`config.mk`:
```
export PLATFORM = sky130hd
export DESIGN_NAME = ulaVideoTop
export DESIGN_NICKNAME = d
export VERILOG_FILES = /design/src/source/ulaVideoPkg.sv /design/src/source/ulaMemPkg.sv /design/src/source/rasterTimer.sv /design/src/source/cellFetcher.sv /design/src/source/cellFifo.sv /design/src/source/pixelSerializer.sv /design/src/source/ulaVideoTop.sv
export SDC_FILE = /design/constraint.sdc
export NUM_CORES = 1
export LEC_CHECK = 0
export BUFFER_PORTS_ARGS = -buffer_cell sky130_fd_sc_hd__buf_4
export CAP_MARGIN = 20
export CORE_ASPECT_RATIO = 0.75
export CORE_MARGIN = 1.5
export CORE_UTILIZATION = 45
export CTS_CLUSTER_DIAMETER = 60
export CTS_CLUSTER_SIZE = 10
export DETAILED_ROUTE_END_ITERATION = 12
export PLACE_DENSITY = 0.73
export SLEW_MARGIN = 40
export SYNTH_ARGS = -nofsm -noshare
export SYNTH_HDL_FRONTEND = slang
export SYNTH_SLANG_ARGS = --single-unit
```
`constraint.sdc`:
```
create_clock -name CLK_24 -period 6.2 [get_ports CLK_24]
set_clock_uncertainty 0.05 [all_clocks]
set_input_delay 0.93 -clock CLK_24 [delete_from_list [all_inputs] [get_ports CLK_24]]
set_output_delay 0.93 -clock CLK_24 [all_outputs]
set_load 0.05 [all_outputs]
```
`src/source/ulaVideoPkg.sv`:
```
`default_nettype none

package ulaVideoPkg;

  ////////////////////////////////////////////////////////////////////////////
  // Raster geometry, counted in character cells and lines
  ////////////////////////////////////////////////////////////////////////////
  localparam int CELLS_PER_LINE  = 64;
  localparam int VISIBLE_FIRST   = 1;    // First column with picture
  localparam int VISIBLE_LAST    = 40;
  localparam int HSYNC_FIRST     = 49;
  localparam int HSYNC_LAST      = 53;
  localparam int RELOAD_FIRST    = 49;   // Attributes back to defaults from here on
  localparam int LAST_LINE_60    = 260;  // 261 lines per frame
  localparam int LAST_LINE_50    = 312;  // 313 lines per frame
  localparam int VSYNC_60        = 241;  // First vsync line at 60 Hz
  localparam int VSYNC_50        = 258;  // First vsync line at 50 Hz
  localparam int VSYNC_LINES     = 2;
  localparam int VBLANK_FIRST    = 224;
  localparam int TEXT_FORCE_LINE = 199;  // Lines below this one are always text
  localparam int PIXELS_PER_CELL = 6;

  // Colour triple, red in the top bit
  typedef struct packed {
    logic red;
    logic green;
    logic blue;
  } rgbT;

  // One character cell as handed from fetcher to serializer
  typedef struct packed {
    logic [PIXELS_PER_CELL-1:0] pattern;  // Leftmost pixel in the MSB
    rgbT                        ink;
    rgbT                        paper;
    logic                       inverse;
    logic                       hsync;
    logic                       vsync;
    logic                       blank;
  } cellT;

  typedef struct packed {
    rgbT  rgb;
    logic hsync;
    logic vsync;
    logic blank;
  } pixelT;

endpackage

`default_nettype wire

```
`src/source/ulaMemPkg.sv`:
```
`default_nettype none

package ulaMemPkg;

  ////////////////////////////////////////////////////////////////////////////
  // Video memory map
  ////////////////////////////////////////////////////////////////////////////
  localparam logic [15:0] HIRES_BASE        = 16'hA000;
  localparam logic [15:0] TEXT_BASE         = 16'hBB80;

  // Glyph tables, 128 glyphs of 8 rows each
  localparam logic [15:0] CHARSET_TEXT_STD  = 16'hB400;
  localparam logic [15:0] CHARSET_TEXT_ALT  = 16'hB800;
  localparam logic [15:0] CHARSET_HIRES_STD = 16'h9800;  // Seen on the text rows of hires
  localparam logic [15:0] CHARSET_HIRES_ALT = 16'h9C00;

  localparam int          ROW_BYTES         = 40;        // Screen bytes per row

  // Read request towards video memory
  typedef struct packed {
    logic [15:0] addr;
  } memReqT;

endpackage

`default_nettype wire

```
`src/source/rasterTimer.sv`:
```
`timescale 1ns/100ps
`default_nettype none

module rasterTimer
  import ulaVideoPkg::*;
(
  input  wire        CLK_24,
  input  wire        RESET_INT,
  input  wire        step,        // One cell done
  input  wire        frame50,     // 313 line frame when set
  output logic [5:0] column,
  output logic [8:0] line,
  output logic       hsync,
  output logic       vsync,
  output logic       blank,
  output logic       reload,
  output logic       forceText,
  output logic       flashPhase
);

  logic [4:0] frameCnt;           // Frames since reset, wraps at 32
  logic       lineEnd;
  logic       frameEnd;
  logic [8:0] vsyncFirst;

  assign lineEnd  = (column == 6'(CELLS_PER_LINE - 1));
  // Compare with >= so a late switch to 60 Hz still wraps
  assign frameEnd = frame50 ? (line >= 9'(LAST_LINE_50)) : (line >= 9'(LAST_LINE_60));

  always_ff @(posedge CLK_24, posedge RESET_INT) begin
    if (RESET_INT) begin
      column   <= '0;
      line     <= '0;
      frameCnt <= '0;
    end else if (step) begin
      if (lineEnd) begin
        column <= '0;
        if (frameEnd) begin
          line     <= '0;
          frameCnt <= frameCnt + 5'd1;   // Flash counter
        end else begin
          line <= line + 9'd1;
        end
      end else begin
        column <= column + 6'd1;
      end
    end
  end

  // Window decodes
  assign vsyncFirst = frame50 ? 9'(VSYNC_50) : 9'(VSYNC_60);
  assign hsync      = (column >= 6'(HSYNC_FIRST)) && (column <= 6'(HSYNC_LAST));
  assign vsync      = (line >= vsyncFirst) && (line < vsyncFirst + 9'(VSYNC_LINES));
  assign blank      = (column < 6'(VISIBLE_FIRST)) || (column > 6'(VISIBLE_LAST)) ||
                      (line >= 9'(VBLANK_FIRST));
  assign reload     = (column >= 6'(RELOAD_FIRST));
  assign forceText  = (line > 9'(TEXT_FORCE_LINE));
  assign flashPhase = frameCnt[4];         // Toggles every 16 frames

endmodule

`default_nettype wire

```
`src/source/cellFetcher.sv`:
```
`timescale 1ns/100ps
`default_nettype none

module cellFetcher
  import ulaVideoPkg::*, ulaMemPkg::*;
(
  input  wire        CLK_24,
  input  wire        RESET_INT,
  output memReqT     memReq,
  output logic       memReqValid,
  input  wire        memReqReady,
  input  wire        memRspValid,
  input  wire  [7:0] memRspData,
  output cellT       cellIn,
  output logic       cellInValid,
  input  wire        cellInReady
);

  typedef enum logic [2:0] {
    ST_CELL,      // Blank cells are offered here, others request the screen byte
    ST_SCR_WAIT,
    ST_GLY_REQ,
    ST_GLY_WAIT,
    ST_OFFER
  } stateT;

  stateT       state;
  logic [5:0]  column;
  logic [8:0]  line;
  logic        hsync, vsync, blank, reload, forceText, flashPhase;
  logic        step;
  rgbT         inkReg, paperReg;
  logic [2:0]  styleReg;               // [0] alternate set, [1] double height, [2] flash
  logic [2:0]  modeReg;                // [1] 50 Hz, [2] hires
  logic [7:0]  scrByte;
  logic [5:0]  patReg;
  logic        hiresOn, isAttr, flashOff;
  logic [8:0]  rowIdx;
  logic [15:0] rowOffset, scrAddr, charBase, glyphAddr;
  logic [2:0]  glyphRow;

  assign step = cellInValid && cellInReady;

  rasterTimer u_raster (
    .CLK_24     (CLK_24),
    .RESET_INT  (RESET_INT),
    .step       (step),
    .frame50    (modeReg[1]),
    .column     (column),
    .line       (line),
    .hsync      (hsync),
    .vsync      (vsync),
    .blank      (blank),
    .reload     (reload),
    .forceText  (forceText),
    .flashPhase (flashPhase)
  );

  assign hiresOn  = modeReg[2] && !forceText;
  assign isAttr   = (memRspData[6:5] == 2'b00);
  assign flashOff = styleReg[2] && flashPhase;

  ////////////////////////////////////////////////////////////////////////////
  // Address generation
  ////////////////////////////////////////////////////////////////////////////
  assign rowIdx    = hiresOn ? line : {3'b000, line[8:3]};  // Text rows are 8 lines
  assign rowOffset = 16'(rowIdx) * 16'(ROW_BYTES);
  assign scrAddr   = (hiresOn ? HIRES_BASE : TEXT_BASE) + rowOffset + 16'(column);
  assign glyphRow  = styleReg[1] ? line[3:1] : line[2:0];   // Double height halves rate

  always_comb begin
    case ({modeReg[2], styleReg[0]})
      2'b11:   charBase = CHARSET_HIRES_ALT;
      2'b10:   charBase = CHARSET_HIRES_STD;
      2'b01:   charBase = CHARSET_TEXT_ALT;
      default: charBase = CHARSET_TEXT_STD;
    endcase
  end

  assign glyphAddr   = charBase + {6'b0, scrByte[6:0], 3'b000} + {13'b0, glyphRow};
  assign memReq.addr = (state == ST_GLY_REQ) ? glyphAddr : scrAddr;
  assign memReqValid = ((state == ST_CELL) && !blank) || (state == ST_GLY_REQ);

  ////////////////////////////////////////////////////////////////////////////
  // Fetch sequencing and attribute registers
  ////////////////////////////////////////////////////////////////////////////
  always_ff @(posedge CLK_24, posedge RESET_INT) begin
    if (RESET_INT) begin
      state    <= ST_CELL;
      inkReg   <= '1;                    // White ink
      paperReg <= '0;
      styleReg <= '0;
      modeReg  <= '0;
    end else begin
      case (state)
        ST_CELL: if (!blank && memReqReady) state <= ST_SCR_WAIT;
        ST_SCR_WAIT: begin
          if (memRspValid) begin
            if (isAttr) begin
              case (memRspData[4:3])      // Bits 6:5 are zero here
                2'd0:    inkReg   <= {memRspData[0], memRspData[1], memRspData[2]};
                2'd1:    styleReg <= memRspData[2:0];
                2'd2:    paperReg <= {memRspData[0], memRspData[1], memRspData[2]};
                default: modeReg  <= memRspData[2:0];
              endcase
            end
            state <= (isAttr || hiresOn) ? ST_OFFER : ST_GLY_REQ;
          end
        end
        ST_GLY_REQ:  if (memReqReady) state <= ST_GLY_WAIT;
        ST_GLY_WAIT: if (memRspValid) state <= ST_OFFER;
        default:     if (cellInReady) state <= ST_CELL;
      endcase
      // Line end reload, mode survives
      if (step && reload) begin
        inkReg   <= '1;
        paperReg <= '0;
        styleReg <= '0;
      end
    end
  end

  // Cell payload
  always_ff @(posedge CLK_24) begin
    if ((state == ST_SCR_WAIT) && memRspValid) begin
      scrByte <= memRspData;
      patReg  <= (isAttr || flashOff) ? 6'd0 : memRspData[5:0];  // Hires bits direct
    end else if ((state == ST_GLY_WAIT) && memRspValid) begin
      patReg  <= flashOff ? 6'd0 : memRspData[5:0];
    end
  end

  always_comb begin
    cellIn.pattern = (state == ST_OFFER) ? patReg : '0;  // Blank cells carry no pattern
    cellIn.ink     = inkReg;
    cellIn.paper   = paperReg;
    cellIn.inverse = (state == ST_OFFER) && scrByte[7];  // Screen byte bit 7
    cellIn.hsync   = hsync;
    cellIn.vsync   = vsync;
    cellIn.blank   = blank;
  end

  assign cellInValid = (state == ST_OFFER) || ((state == ST_CELL) && blank);

endmodule

`default_nettype wire

```
`src/source/cellFifo.sv`:
```
`timescale 1ns/100ps
`default_nettype none

module cellFifo
  import ulaVideoPkg::*;
#(
  parameter int DEPTH = 4                // Power of two
) (
  input  wire        CLK_24,
  input  wire        RESET_INT,
  input  wire  cellT cellIn,
  input  wire        cellInValid,
  output logic       cellInReady,
  output cellT       cellOut,
  output logic       cellOutValid,
  input  wire        cellOutReady
);

  localparam int               PTR_W = $clog2(DEPTH);
  localparam logic [PTR_W:0]   FULL  = (PTR_W + 1)'(DEPTH);

  cellT             mem [DEPTH];
  logic [PTR_W-1:0] wrPtr;
  logic [PTR_W-1:0] rdPtr;
  logic [PTR_W:0]   count;              // Entries held
  logic             wrEn;
  logic             rdEn;

  assign cellInReady  = (count != FULL);
  assign cellOutValid = (count != '0);
  assign wrEn         = cellInValid && cellInReady;
  assign rdEn         = cellOutValid && cellOutReady;
  assign cellOut      = mem[rdPtr];     // Oldest entry

  always_ff @(posedge CLK_24, posedge RESET_INT) begin
    if (RESET_INT) begin
      wrPtr <= '0;
      rdPtr <= '0;
      count <= '0;
    end else begin
      if (wrEn) wrPtr <= wrPtr + 1'b1;  // Natural wrap
      if (rdEn) rdPtr <= rdPtr + 1'b1;
      case ({wrEn, rdEn})
        2'b10:   count <= count + 1'b1;
        2'b01:   count <= count - 1'b1;
        default: count <= count;
      endcase
    end
  end

  always_ff @(posedge CLK_24) begin
    if (wrEn) mem[wrPtr] <= cellIn;
  end

endmodule

`default_nettype wire

```
`src/source/pixelSerializer.sv`:
```
`timescale 1ns/100ps
`default_nettype none

module pixelSerializer
  import ulaVideoPkg::*;
(
  input  wire        CLK_24,
  input  wire        RESET_INT,
  input  wire  cellT cellOut,
  input  wire        cellOutValid,
  output logic       cellOutReady,
  output pixelT      pixel,
  output logic       pixelValid,
  input  wire        pixelReady
);

  localparam int IDX_W = $clog2(PIXELS_PER_CELL);

  cellT             cellReg;             // Pattern shifts left per pixel
  logic [IDX_W-1:0] pixIdx;
  logic             lastPix;
  logic             take;
  logic             advance;
  rgbT              color;

  assign lastPix      = (pixIdx == IDX_W'(PIXELS_PER_CELL - 1));
  assign advance      = pixelValid && pixelReady;
  // Next record loads as the sixth pixel leaves
  assign cellOutReady = !pixelValid || (pixelReady && lastPix);
  assign take         = cellOutValid && cellOutReady;

  always_ff @(posedge CLK_24, posedge RESET_INT) begin
    if (RESET_INT) begin
      pixelValid <= 1'b0;
      pixIdx     <= '0;
    end else if (take) begin
      pixelValid <= 1'b1;
      pixIdx     <= '0;
    end else if (advance) begin
      if (lastPix) pixelValid <= 1'b0;  // Ran dry
      else pixIdx <= pixIdx + 1'b1;
    end
  end

  always_ff @(posedge CLK_24) begin
    if (take) cellReg <= cellOut;
    else if (advance) cellReg.pattern <= cellReg.pattern << 1;
  end

  // Ink on set bits, whole colour flipped for inverse
  assign color     = cellReg.pattern[PIXELS_PER_CELL-1] ? cellReg.ink : cellReg.paper;
  assign pixel.rgb = cellReg.inverse ? ~color : color;
  assign pixel.hsync = cellReg.hsync;
  assign pixel.vsync = cellReg.vsync;
  assign pixel.blank = cellReg.blank;

endmodule

`default_nettype wire

```
`src/source/ulaVideoTop.sv`:
```
`timescale 1ns/100ps
`default_nettype none

module ulaVideoTop
  import ulaVideoPkg::*, ulaMemPkg::*;
#(
  parameter int FIFO_DEPTH = 4
) (
  input  wire        CLK_24,
  input  wire        RESET_INT,
  // Video memory
  output memReqT     memReq,
  output logic       memReqValid,
  input  wire        memReqReady,
  input  wire        memRspValid,
  input  wire  [7:0] memRspData,
  // Pixel stream
  output pixelT      pixel,
  output logic       pixelValid,
  input  wire        pixelReady
);

  cellT cellIn;                          // Producer side
  logic cellInValid;
  logic cellInReady;
  cellT cellOut;                         // Consumer side
  logic cellOutValid;
  logic cellOutReady;

  cellFetcher u_fetcher (
    .CLK_24 (CLK_24), .RESET_INT (RESET_INT),
    .memReq (memReq), .memReqValid (memReqValid), .memReqReady (memReqReady),
    .memRspValid (memRspValid), .memRspData (memRspData),
    .cellIn (cellIn), .cellInValid (cellInValid), .cellInReady (cellInReady)
  );

  cellFifo #(.DEPTH (FIFO_DEPTH)) u_fifo (
    .CLK_24 (CLK_24), .RESET_INT (RESET_INT),
    .cellIn (cellIn), .cellInValid (cellInValid), .cellInReady (cellInReady),
    .cellOut (cellOut), .cellOutValid (cellOutValid), .cellOutReady (cellOutReady)
  );

  pixelSerializer u_serializer (
    .CLK_24 (CLK_24), .RESET_INT (RESET_INT),
    .cellOut (cellOut), .cellOutValid (cellOutValid), .cellOutReady (cellOutReady),
    .pixel (pixel), .pixelValid (pixelValid), .pixelReady (pixelReady)
  );

endmodule

`default_nettype wire

```
# --- Yosys cells after proc, flatten, opt, wreduce, memory -nomap -nowiden ---
# Memories as Yosys holds them, arrays and structs flattened.
# Cells that the tools add are included.
totals:
  n_memories: 1
  rom_bits: 0
  latchBits: 0
  input_bits: 13
  regBits: 76
  elab_cells: 175
  out_inout_bits: 24
  ramBits: 64
memory_table:
  columns: ["name", "depth", "word_bits", "rd", "rd_ports_with_merged_regs", "write_ports", "line", "source"]
  rows:
  - ["u_fifo.mem", 4, 16, 1, 0, 1, "cellFifo.sv:22", "cellT mem [DEPTH];"]
op_classes:
  addsub: 13
  div_mod_pow: 0
  muxes: 49
  n_mul: 1
  n_reduce_logical: 50
  n_eq_ne: 19
  shift: 0
  magnitude_cmp: 10
  bitwise_logic: 2
ops:
  columns: ["cell", "count"]
  rows:
  - ["$mux 3", 27]
  - ["$mux 6", 8]
  - ["$pmux 14 s3", 1]
  - ["$mux 9", 3]
  - ["$reduce_bool 2->1", 10]
  - ["$ge 9x9->1 const B", 2]
  - ["$add 16x10->16", 1]
  - ["$add 16x15->16", 1]
  - ["$add 16x3->16", 1]
  - ["$add 16x6->16", 1]
  - ["$mux 16", 1]
  - ["$reduce_and 4->1", 4]
  - ["$logic_and 1x1->1", 15]
  - ["$mux 13", 1]
  - ["$mul 9x3->12 const B", 1]
  - ["$pmux 3 s4", 1]
  - ["$ne 2x2->1 const B", 5]
  - ["$add 9x1->9 const B", 1]
  - ["$add 9x2->9 const B", 1]
  - ["$ge 9x8->1 const B", 1]
  - ["$ge 9x9->1", 1]
  - ["$gt 9x8->1 const B", 1]
  - ["$lt 9x9->1", 1]
  - ["$eq 2x2->1 const B", 4]
  - ["other kinds (29)", 51]

# --- Longest topological paths before layout ---
# Gate-level depths: netlist of run 1.
depth:
  ltp_word: 9
  mapped_depth: 21
  mapped_depth_nobuf: 19

# --- By module ---
# A second synthesis of run 1 with hierarchy kept.
unflattened:
  cells_unflattened: 583
  hier_area_um2: 7367.1
by_module_without_submodules:
  columns: ["module", "area_per_inst_um2", "n_inst", "cells_per_inst", "seq_area_each_um2"]
  rows:
  - ["cellFifo", 2740.1, 1, 122, 2097.0]
  - ["cellFetcher", 2377.3, 1, 263, 774.5]
  - ["rasterTimer", 1343.8, 1, 140, 500.5]
  - ["pixelSerializer", 905.9, 1, 58, 580.6]

# --- Worst setup path after synthesis of run 1 ---
# Ideal clock, no wire load.
synth_timing:
  kind: "flip-flop to output port"
  from: "reg u_fetcher.u_raster.line[1]"
  to: "out memReq[10] in the netlist's numbering"
  setup_slack_ps: 240
  arrival_time_ps: 4980
  path_stages_with_launch: 15
  path_cell_list: "dfrtp_1 > ha_1 > o311a_2 > inv_1 > buf_2 > o21ai_0 > ha_1 > ha_1 > inv_1 > fa_1 > nand2b_1 > a21oi_1 > xnor2_1 > nand2_1 > o311ai_0"
synth_lines:
  columns: ["element", "line", "source"]
  rows:
  - ["start: declaration", "rasterTimer.sv:12", "output logic [8:0] line,"]
  - ["start signal: assignment", "rasterTimer.sv:42", "line <= line + 9'd1;"]
  - ["end: declaration", "ulaVideoTop.sv:12", "output memReqT memReq,"]

==> results of run 1 <==
## layer usage
metal	up-vias	share of wire (%)	global-route usage (%)
met2	137	46	28.64
met1	2337	48	27.86
met4	0	0.67	5.809
li1	2187	-	-
met5	-	0	0
met3	9	4.8	3.211
## sequential cells by signal, summed over array words and instances, names as in the netlist
name,cells
u_fifo.wrPtr,2
u_serializer.pixelValid,1
u_fetcher.patReg,6
u_fetcher.styleReg,3
u_fetcher.u_raster.frameCnt,5
u_fetcher.u_raster.line,9
u_fetcher.modeReg,2
u_fifo.mem,64
u_serializer.pixIdx,3
u_fifo.count,3
u_serializer.pixel,3
u_fifo.rdPtr,2
u_fetcher.state,3
u_serializer.cellReg,13
u_fetcher.cellIn,6
u_fetcher.scrByte,8
u_fetcher.u_raster.column,6
## cell usage after synthesis (all sizes together), types with 2 or more instances
| library cell | count | area [sq um] |
|---|---|---|
| o211ai | 3 | 22.52 |
| nor3b | 2 | 15.01 |
| xor2 | 7 | 61.31 |
| o21ai | 32 | 163.9 |
| a22o | 2 | 17.52 |
| dfstp | 3 | 78.83 |
| mux4 | 16 | 360.4 |
| xnor2 | 18 | 157.7 |
| nand2 | 42 | 157.7 |
| o311ai | 3 | 33.79 |
| nor2b | 7 | 43.79 |
| buf | 16 | 95.09 |
| o22ai | 2 | 12.51 |
| inv | 25 | 96.35 |
| clkbuf | 11 | 41.29 |
| or3 | 4 | 30.03 |
| conb | 2 | 7.510 |
| nand2b | 7 | 43.79 |
| edfxtp | 94 | 2823 |
| o31ai | 5 | 37.54 |
| dfrtp | 42 | 1051 |
| a211oi | 6 | 50.05 |
| nor3 | 12 | 70.07 |
| mux2i | 16 | 160.2 |
| o41ai | 2 | 17.52 |
| or2 | 2 | 12.52 |
| o21bai | 3 | 22.52 |
| nor2 | 40 | 150.1 |
| nand4 | 4 | 25.02 |
| a21boi | 2 | 15.02 |
| and3 | 2 | 12.51 |
| o211a | 2 | 20.02 |
| o21a | 3 | 30.02 |
| ha | 41 | 513.0 |
| fa | 3 | 60.06 |
| nand3 | 15 | 75.07 |
| mux2 | 14 | 157.6 |
| nor4 | 4 | 31.28 |
| a21oi | 15 | 75.07 |
| or4b | 2 | 20.02 |
| a31oi | 4 | 25.02 |
| a21o | 7 | 52.55 |
| a2111oi | 2 | 17.52 |
| and2 | 20 | 127.6 |
| nand3b | 4 | 30.03 |
## through the flow
step | cells | setup TNS, ps
2_1_floorplan | 576 | 0
3_3_place_gp | 793 | 0
3_5_place_dp | 793 | 0
4_1_cts | 825 | 0
5_1_grt | 825 | -12.17
6_report | 825 | 0
## cell type report
class,instances,area [sq um]
Sequential cell,139,3958
Clock buffer,17,425.4
Fill cell,1305,7202
Inverter,25,98.84
Timing Repair Buffer,39,292.8
Clock inverter,15,151.4
Tap cell,205,256.5
Multi-Input combinational cell,385,3035
## final timing paths
| kind | from | to | slack, ps | depth (start not counted) |
|---|---|---|---|---|
| worst max register to register | u_fetcher.u_raster.column[0] | u_fifo.count[1] | 3240 | 11 |
| min in group asynchronous | RESET_INT | u_fetcher.u_raster.frameCnt[3] | 540 | 2 |
| max in group asynchronous | RESET_INT | u_fetcher.u_raster.line[1] | 5110 | 2 |
| worst min-delay path | u_fetcher.u_raster.frameCnt[3] | u_fetcher.u_raster.frameCnt[3] | 430 | 1 |
| worst min register to register | u_fetcher.u_raster.frameCnt[3] | u_fetcher.u_raster.frameCnt[3] | 430 | 1 |
| worst max-delay path | u_fetcher.u_raster.line[0] | memReq[13] | 290 | 19 |
## kinds of logic (layout without fill, tap and decap cells)
logic type      Yosys count  after routing
mux                      46             46
other cells               2              2
compound gates           99             99
fa+ha+maj                44             44
flops                   139            139
xor+xnor                 25             25
simple gates            169            169
buf+inv                  52             96
## worst reg2reg max path, stage by stage (launching register included)
cell	delay (ps)
dfrtp_1	480
inv_1	120
ha_1	180
or3b_1	400
o31a_1	270
o21ai_2	130
o21a_4	250
inv_4	90
ha_1	240
inv_1	80
fa_1	380
o21ai_0	190
## power by group through the flow
| stage | Sequential [uW] | Combinational, uW | Clock (uW) |
|---|---|---|---|
| 2_1_floorplan | 1310 | 936 | 0 |
| 3_3_place_gp | 1420 | 1100 | 0 |
| 3_5_place_dp | 1430 | 1130 | 0 |
| 4_1_cts | 1420 | 1150 | 995 |
| 5_1_grt | 1450 | 1230 | 1040 |
| 6_report | 1420 | 1140 | 982 |
## repair_timing
item	4_1_cts	5_1_grt
setup buffers	0	0
endpoints found under the hold margin	0	0
endpoints found under the setup margin	1	1
gates resized for setup	1	7
==> run_results.csv, run 1 <==
group,metric,value,unit
yosys,ys.flop_type,"edfxtp_1",
clock_tree,clockBufferDepth,2,
yosys,synth_cell_types,70,
sta,fin_crit,5909,ps
clock_tree,h-tree-depth,4,
place,place_congestion,0.8417,
routing,wl_per_cell,17.87,um
yosys,synth-seq-area-share,54.93,%
yosys,syn-cell-area,7196,sq um
sta,tightest_slew,741.8,ps
critical_path,crit_family,"adder cells",
floorplan,io_pins,37,
sta,finalCritPeriodShare,95.31,%
place,dp.final_hpwl,10230,um
yosys,ys_ff_latch,139,
grt,grt_pass1_wl,24030,um
place,portBuffers,35,
yosys,synth_area_per_cell,12.49,sq um
power_and_ir_drop,power,3541,uW
critical_path,slowest_delay,470,ps
critical_path,crit_chain,"ha_1 -> o311a_2 -> buf_4 -> nand2_1 -> nand2_1 -> ha_1 -> ha_1 -> inv_1 -> fa_1 -> nand2b_1 -> a21oi_2 -> a21o_1 -> a21oi_1 -> xnor2_1 -> ha_1 -> a2111oi_2 -> or4b_1 -> nand3_1 -> buf_4",
clock_tree,root_buffer,"clkbuf_16",
routing,firstDrtPassIters,5,
cells_and_area,final_layout_size_suffix_gt1_share,20.65,%
sta,hold_viol_final,0,
clock_tree,clock_latency,420,ps
sta,finalHoldWorstSlack,429.1,ps
floorplan,initial_utilization,46.67,%
clock_tree,cts.clk_slew.worst_paths,60,ps
grt,track_usage,18.90,%
yosys,synth_edf_count,94,
floorplan,die_w,149.0,um
cells_and_area,area_growth,14.21,%
power_and_ir_drop,power_density,430.8,nW/um^2
yosys,synth_compound_area_share,9.303,%
clock_tree,cts_hold_buf,0,
floorplan,rows,39,
critical_path,worst-path-buf-inv,3,
power_and_ir_drop,combPwrFrac,32.1,%
grt,grt_max_degree,46,
power_and_ir_drop,switching_share,36.95,%
critical_path,cp.arrival,4930,ps
routing,vias,4670,
sta,setup_viol,0,
hold_path,min_path_type,"flip-flop to flip-flop",
floorplan,coreArea,15420,sq um
power_and_ir_drop,seqPwrFrac,40.1,%
power_and_ir_drop,intPower,2232,uW
floorplan,dieArea,16770,sq um
critical_path,critical_path.max_fanout,16,
cells_and_area,diodes,0,
critical_path,cp-start-kind,"flip-flop",
yosys,synth_xor_area_share,3.043,%
routing,routed_wl,14750,um
sta,drv_slew,0,
place,dp_slack,440.1,ps
yosys,synth_cells,576,
routing,via_per_inst,5.661,
cells_and_area,finalNetCount,664,
grt,overflow,0,
critical_path,path_class,"flip-flop to output pin",
grt,grt_pass1_vias,4483,
sta,slew_headroom,50.36,%
sta,fin_ws,291.0,ps
floorplan,die_y,112.5,um
power_and_ir_drop,vdd_drop_max,0.0002425,V
critical_path,required,5220,ps
cells_and_area,final_common_cell,"edfxtp_1",
routing,postRouteAntennaNets,0,
critical_path,end_kind,"output pin",
routing,drc,0,
yosys,synth-adder-area-share,7.964,%
run_status,status,"finished clean",
grt,antenna_found_initial,0,
critical_path,cp_common_cell,"ha_1",
yosys,postSynth.asyncResetShare,32.37,%
clock_tree,cts_buffers,17,
place,place_area,7622,sq um
power_and_ir_drop,clockPowerShare,27.7,%
yosys,synth_top_family_by_area,"simple AND/OR/NAND/NOR gates",
yosys,synthMuxAreaShare,9.424,%
clock_tree,clkSinkCount,139,
yosys,synth_simple_gate_area_share,12.00,%
power_and_ir_drop,p_sw,1308,uW
critical_path,cp_slowest_cell,"or4b_1",
cells_and_area,design_area,8218,sq um
routing,dr.first_iter.drc_count,471,
yosys,syn_nets,633,
cells_and_area,final_cell_mix,"edfxtp_1, nand2_1, ha_1",
clock_tree,tritoncts,"built",
power_and_ir_drop,p_leak,0.003271,uW
run,cap_violations,0,
yosys,synth_warnings,0,
sta,max_freq,169.2,MHz
cells_and_area,final_util,53.29,%
(Power assumes the default switching activity.)
==> inputs of run 2 (changes only) <==
--- a/config.mk
+++ b/config.mk
@@ -9,11 +9,11 @@
 export CAP_MARGIN = 20
 export CORE_ASPECT_RATIO = 0.75
 export CORE_MARGIN = 1.5
-export CORE_UTILIZATION = 45
+export CORE_UTILIZATION = 50
 export CTS_CLUSTER_DIAMETER = 60
 export CTS_CLUSTER_SIZE = 10
 export DETAILED_ROUTE_END_ITERATION = 12
-export PLACE_DENSITY = 0.73
+export PLACE_DENSITY = 0.78
 export SLEW_MARGIN = 40
 export SYNTH_ARGS = -nofsm -noshare
 export SYNTH_HDL_FRONTEND = slang
==> run 2 against run 1 <==
Critical path depth increased by 1. Via count increased by 2.0%. First-iteration DRC count grew 20%. Total power increased by 2.4%. Critical path type unchanged.
==> run_results.csv, run 2 (same netlist as run 1, synthesis figures left out) <==
group,metric,value,unit
cells_and_area,diodes,0,
floorplan,dieArea,15130,sq um
cells_and_area,final_layout_size_suffix_gt1_share,21.31,%
clock_tree,clockBufferDepth,2,
cells_and_area,final_cell_mix,"edfxtp_1, nand2_1, ha_1, buf_4, nor2_1",
place,dp.final_hpwl,10520,um
routing,drc,0,
sta,slew_headroom,41.44,%
power_and_ir_drop,p_leak,0.003306,uW
clock_tree,root_buffer,"clkbuf_16",
cells_and_area,nFillCells,1046,
routing,postRouteAntennaNets,0,
sta,grt_setup_unrepaired,"false",
critical_path,cp-start-kind,"flip-flop",
routing,routed_wl,15340,um
hold_path,hold_depth,1,
sta,finalCritPeriodShare,95.50,%
sta,setup_viol,0,
hold_path,holdPathEnd,"u_fetcher.u_raster.frameCnt[3]",
hold_path,hold_start,"u_fetcher.u_raster.frameCnt[3]",
cells_and_area,final_util,59.57,%
critical_path,end_kind,"output pin",
floorplan,initial_utilization,51.81,%
sta,max_freq,168.9,MHz
critical_path,r2r_setup_slack,3180,ps
routing,vias,4763,
critical_path,r2r_end,"u_fifo.count[2]",
sta,hold_viol_final,0,
clock_tree,cts_buffers,17,
routing,dr.first_iter.drc_count,565,
critical_path,required,5220,ps
clock_tree,cts_hold_buf,0,
sta,fin_ws,278.8,ps
floorplan,die_y,106.9,um
critical_path,cp.arrival,4940,ps
floorplan,die_w,141.5,um
cells_and_area,finalNetCount,668,
grt,overflow,0,
clock_tree,tritoncts,"built",
critical_path,path_class,"flip-flop to output pin",
clock_tree,clkSinkCount,139,
cells_and_area,top_regs,"u_fifo.mem (64), u_serializer.cellReg (13), u_fetcher.u_raster.line (9)",
clock_tree,clock_latency,420,ps
power_and_ir_drop,vdd_drop_max,0.0002612,V
grt,grt_pass1_vias,4657,
cells_and_area,area_growth,14.97,%
routing,firstDrtPassIters,6,
critical_path,critical_path.max_fanout,16,
power_and_ir_drop,power_density,438.1,nW/um^2
place,place_congestion,0.8932,
sta,finalHoldWorstSlack,442.9,ps
critical_path,timing.rr.start,"u_fetcher.u_raster.column[0]",
place,portBuffers,35,
floorplan,io_pins,37,
floorplan,rows,37,
grt,track_usage,21.37,%
cells_and_area,regMostFlops,"u_fifo.mem",
clock_tree,h-tree-depth,4,
cells_and_area,final_common_cell,"edfxtp_1",
routing,wl_per_cell,19.20,um
routing,via_per_inst,5.961,
grt,grt_max_degree,46,
cells_and_area,largest_register_ffs,64,
sta,tightest_slew,875.1,ps
sta,drv_slew,0,
run_status,status,"finished clean",
sta,setup-tns-final,0,ps
clock_tree,cts.clk_slew.worst_paths,70,ps
run,cap_violations,0,
grt,grt_pass1_wl,24370,um
grt,antenna_found_initial,0,
place,dp_slack,430.0,ps
sta,fin_crit,5921,ps
critical_path,reg2regPathDepth,13,
power_and_ir_drop,power,3624,uW
hold_path,min_path_type,"flip-flop to flip-flop",
floorplan,coreArea,13890,sq um
-- run 2: changes by cell type in the layout (fill, tap and decap cells not counted), sizes merged --
cell and change:
bufinv +1, inv -1, buf +4
-- run 2: layer usage --
metal  up-vias  wire, um  global-route usage (%)
met1      2361      6984                   31.04
li1       2196         -                       -
met5         -         0                       0
met2       186      7142                   31.92
met4         0       167                   6.333
met3        20      1047                   5.315
-- run 2: worst max-delay path by stage --
stage          slack [ps]  depth (start not counted)                       start         end
4_1_cts                70                         18  u_fetcher.u_raster.line[1]  memReq[13]
3_5_place_dp          430                         18  u_fetcher.u_raster.line[2]  memReq[13]
5_1_grt                20                         20  u_fetcher.u_raster.line[1]  memReq[13]
2_1_floorplan         240                         14  u_fetcher.u_raster.line[1]  memReq[10]
3_3_place_gp          720                         18  u_fetcher.u_raster.line[2]  memReq[13]
6_report              280                         20  u_fetcher.u_raster.line[1]  memReq[13]
-- run 2: area by class of cell --
cell class,instances,area (sq um),share of cell area (%)
clock inverters,15,178.9,2.163
flip-flops and latches,139,3958,47.84
well taps,175,219.0,2.647
inverters,25,98.84,1.195
multi-input cells,385,3063,37.02
clock buffers,17,425.4,5.142
repair buffers,43,330.3,3.993
-- run 2: where the power goes --
group / internal [uW] / switching (uW)
clock network: 609 / 420
logic: 464 / 740
registers: 1210 / 177
total: 2290 / 1340
-- run 2: what timing repair did --
item	CTS	global route
resized for setup	2	9
pin swaps	0	1
setup endpoints to repair	1	1
endpoints found under the hold margin	0	0
setup buffers	0	1
-- run 2: per-stage QoR --
step | area (sq um) | cells
2_1_floorplan | 7196 | 576
3_3_place_gp | 7582 | 764
3_5_place_dp | 7619 | 766
4_1_cts | 8228 | 798
5_1_grt | 8273 | 799
6_report | 8273 | 799
-- run 2: worst max-delay path, cell delays in order (launching register included) --
cell and delay (ps):
dfrtp_2 470, ha_1 250, o311a_2 430, buf_4 200, nand2_1 80, nand2_1 80
ha_1 280, ha_1 180, inv_1 70, fa_1 440, nand2b_1 170, a21oi_2 200
a21o_1 140, a21oi_1 80, xnor2_1 140, ha_1 360, or3_1 390, a211oi_2 210
a311oi_1 70, nand3_1 110, buf_4 200
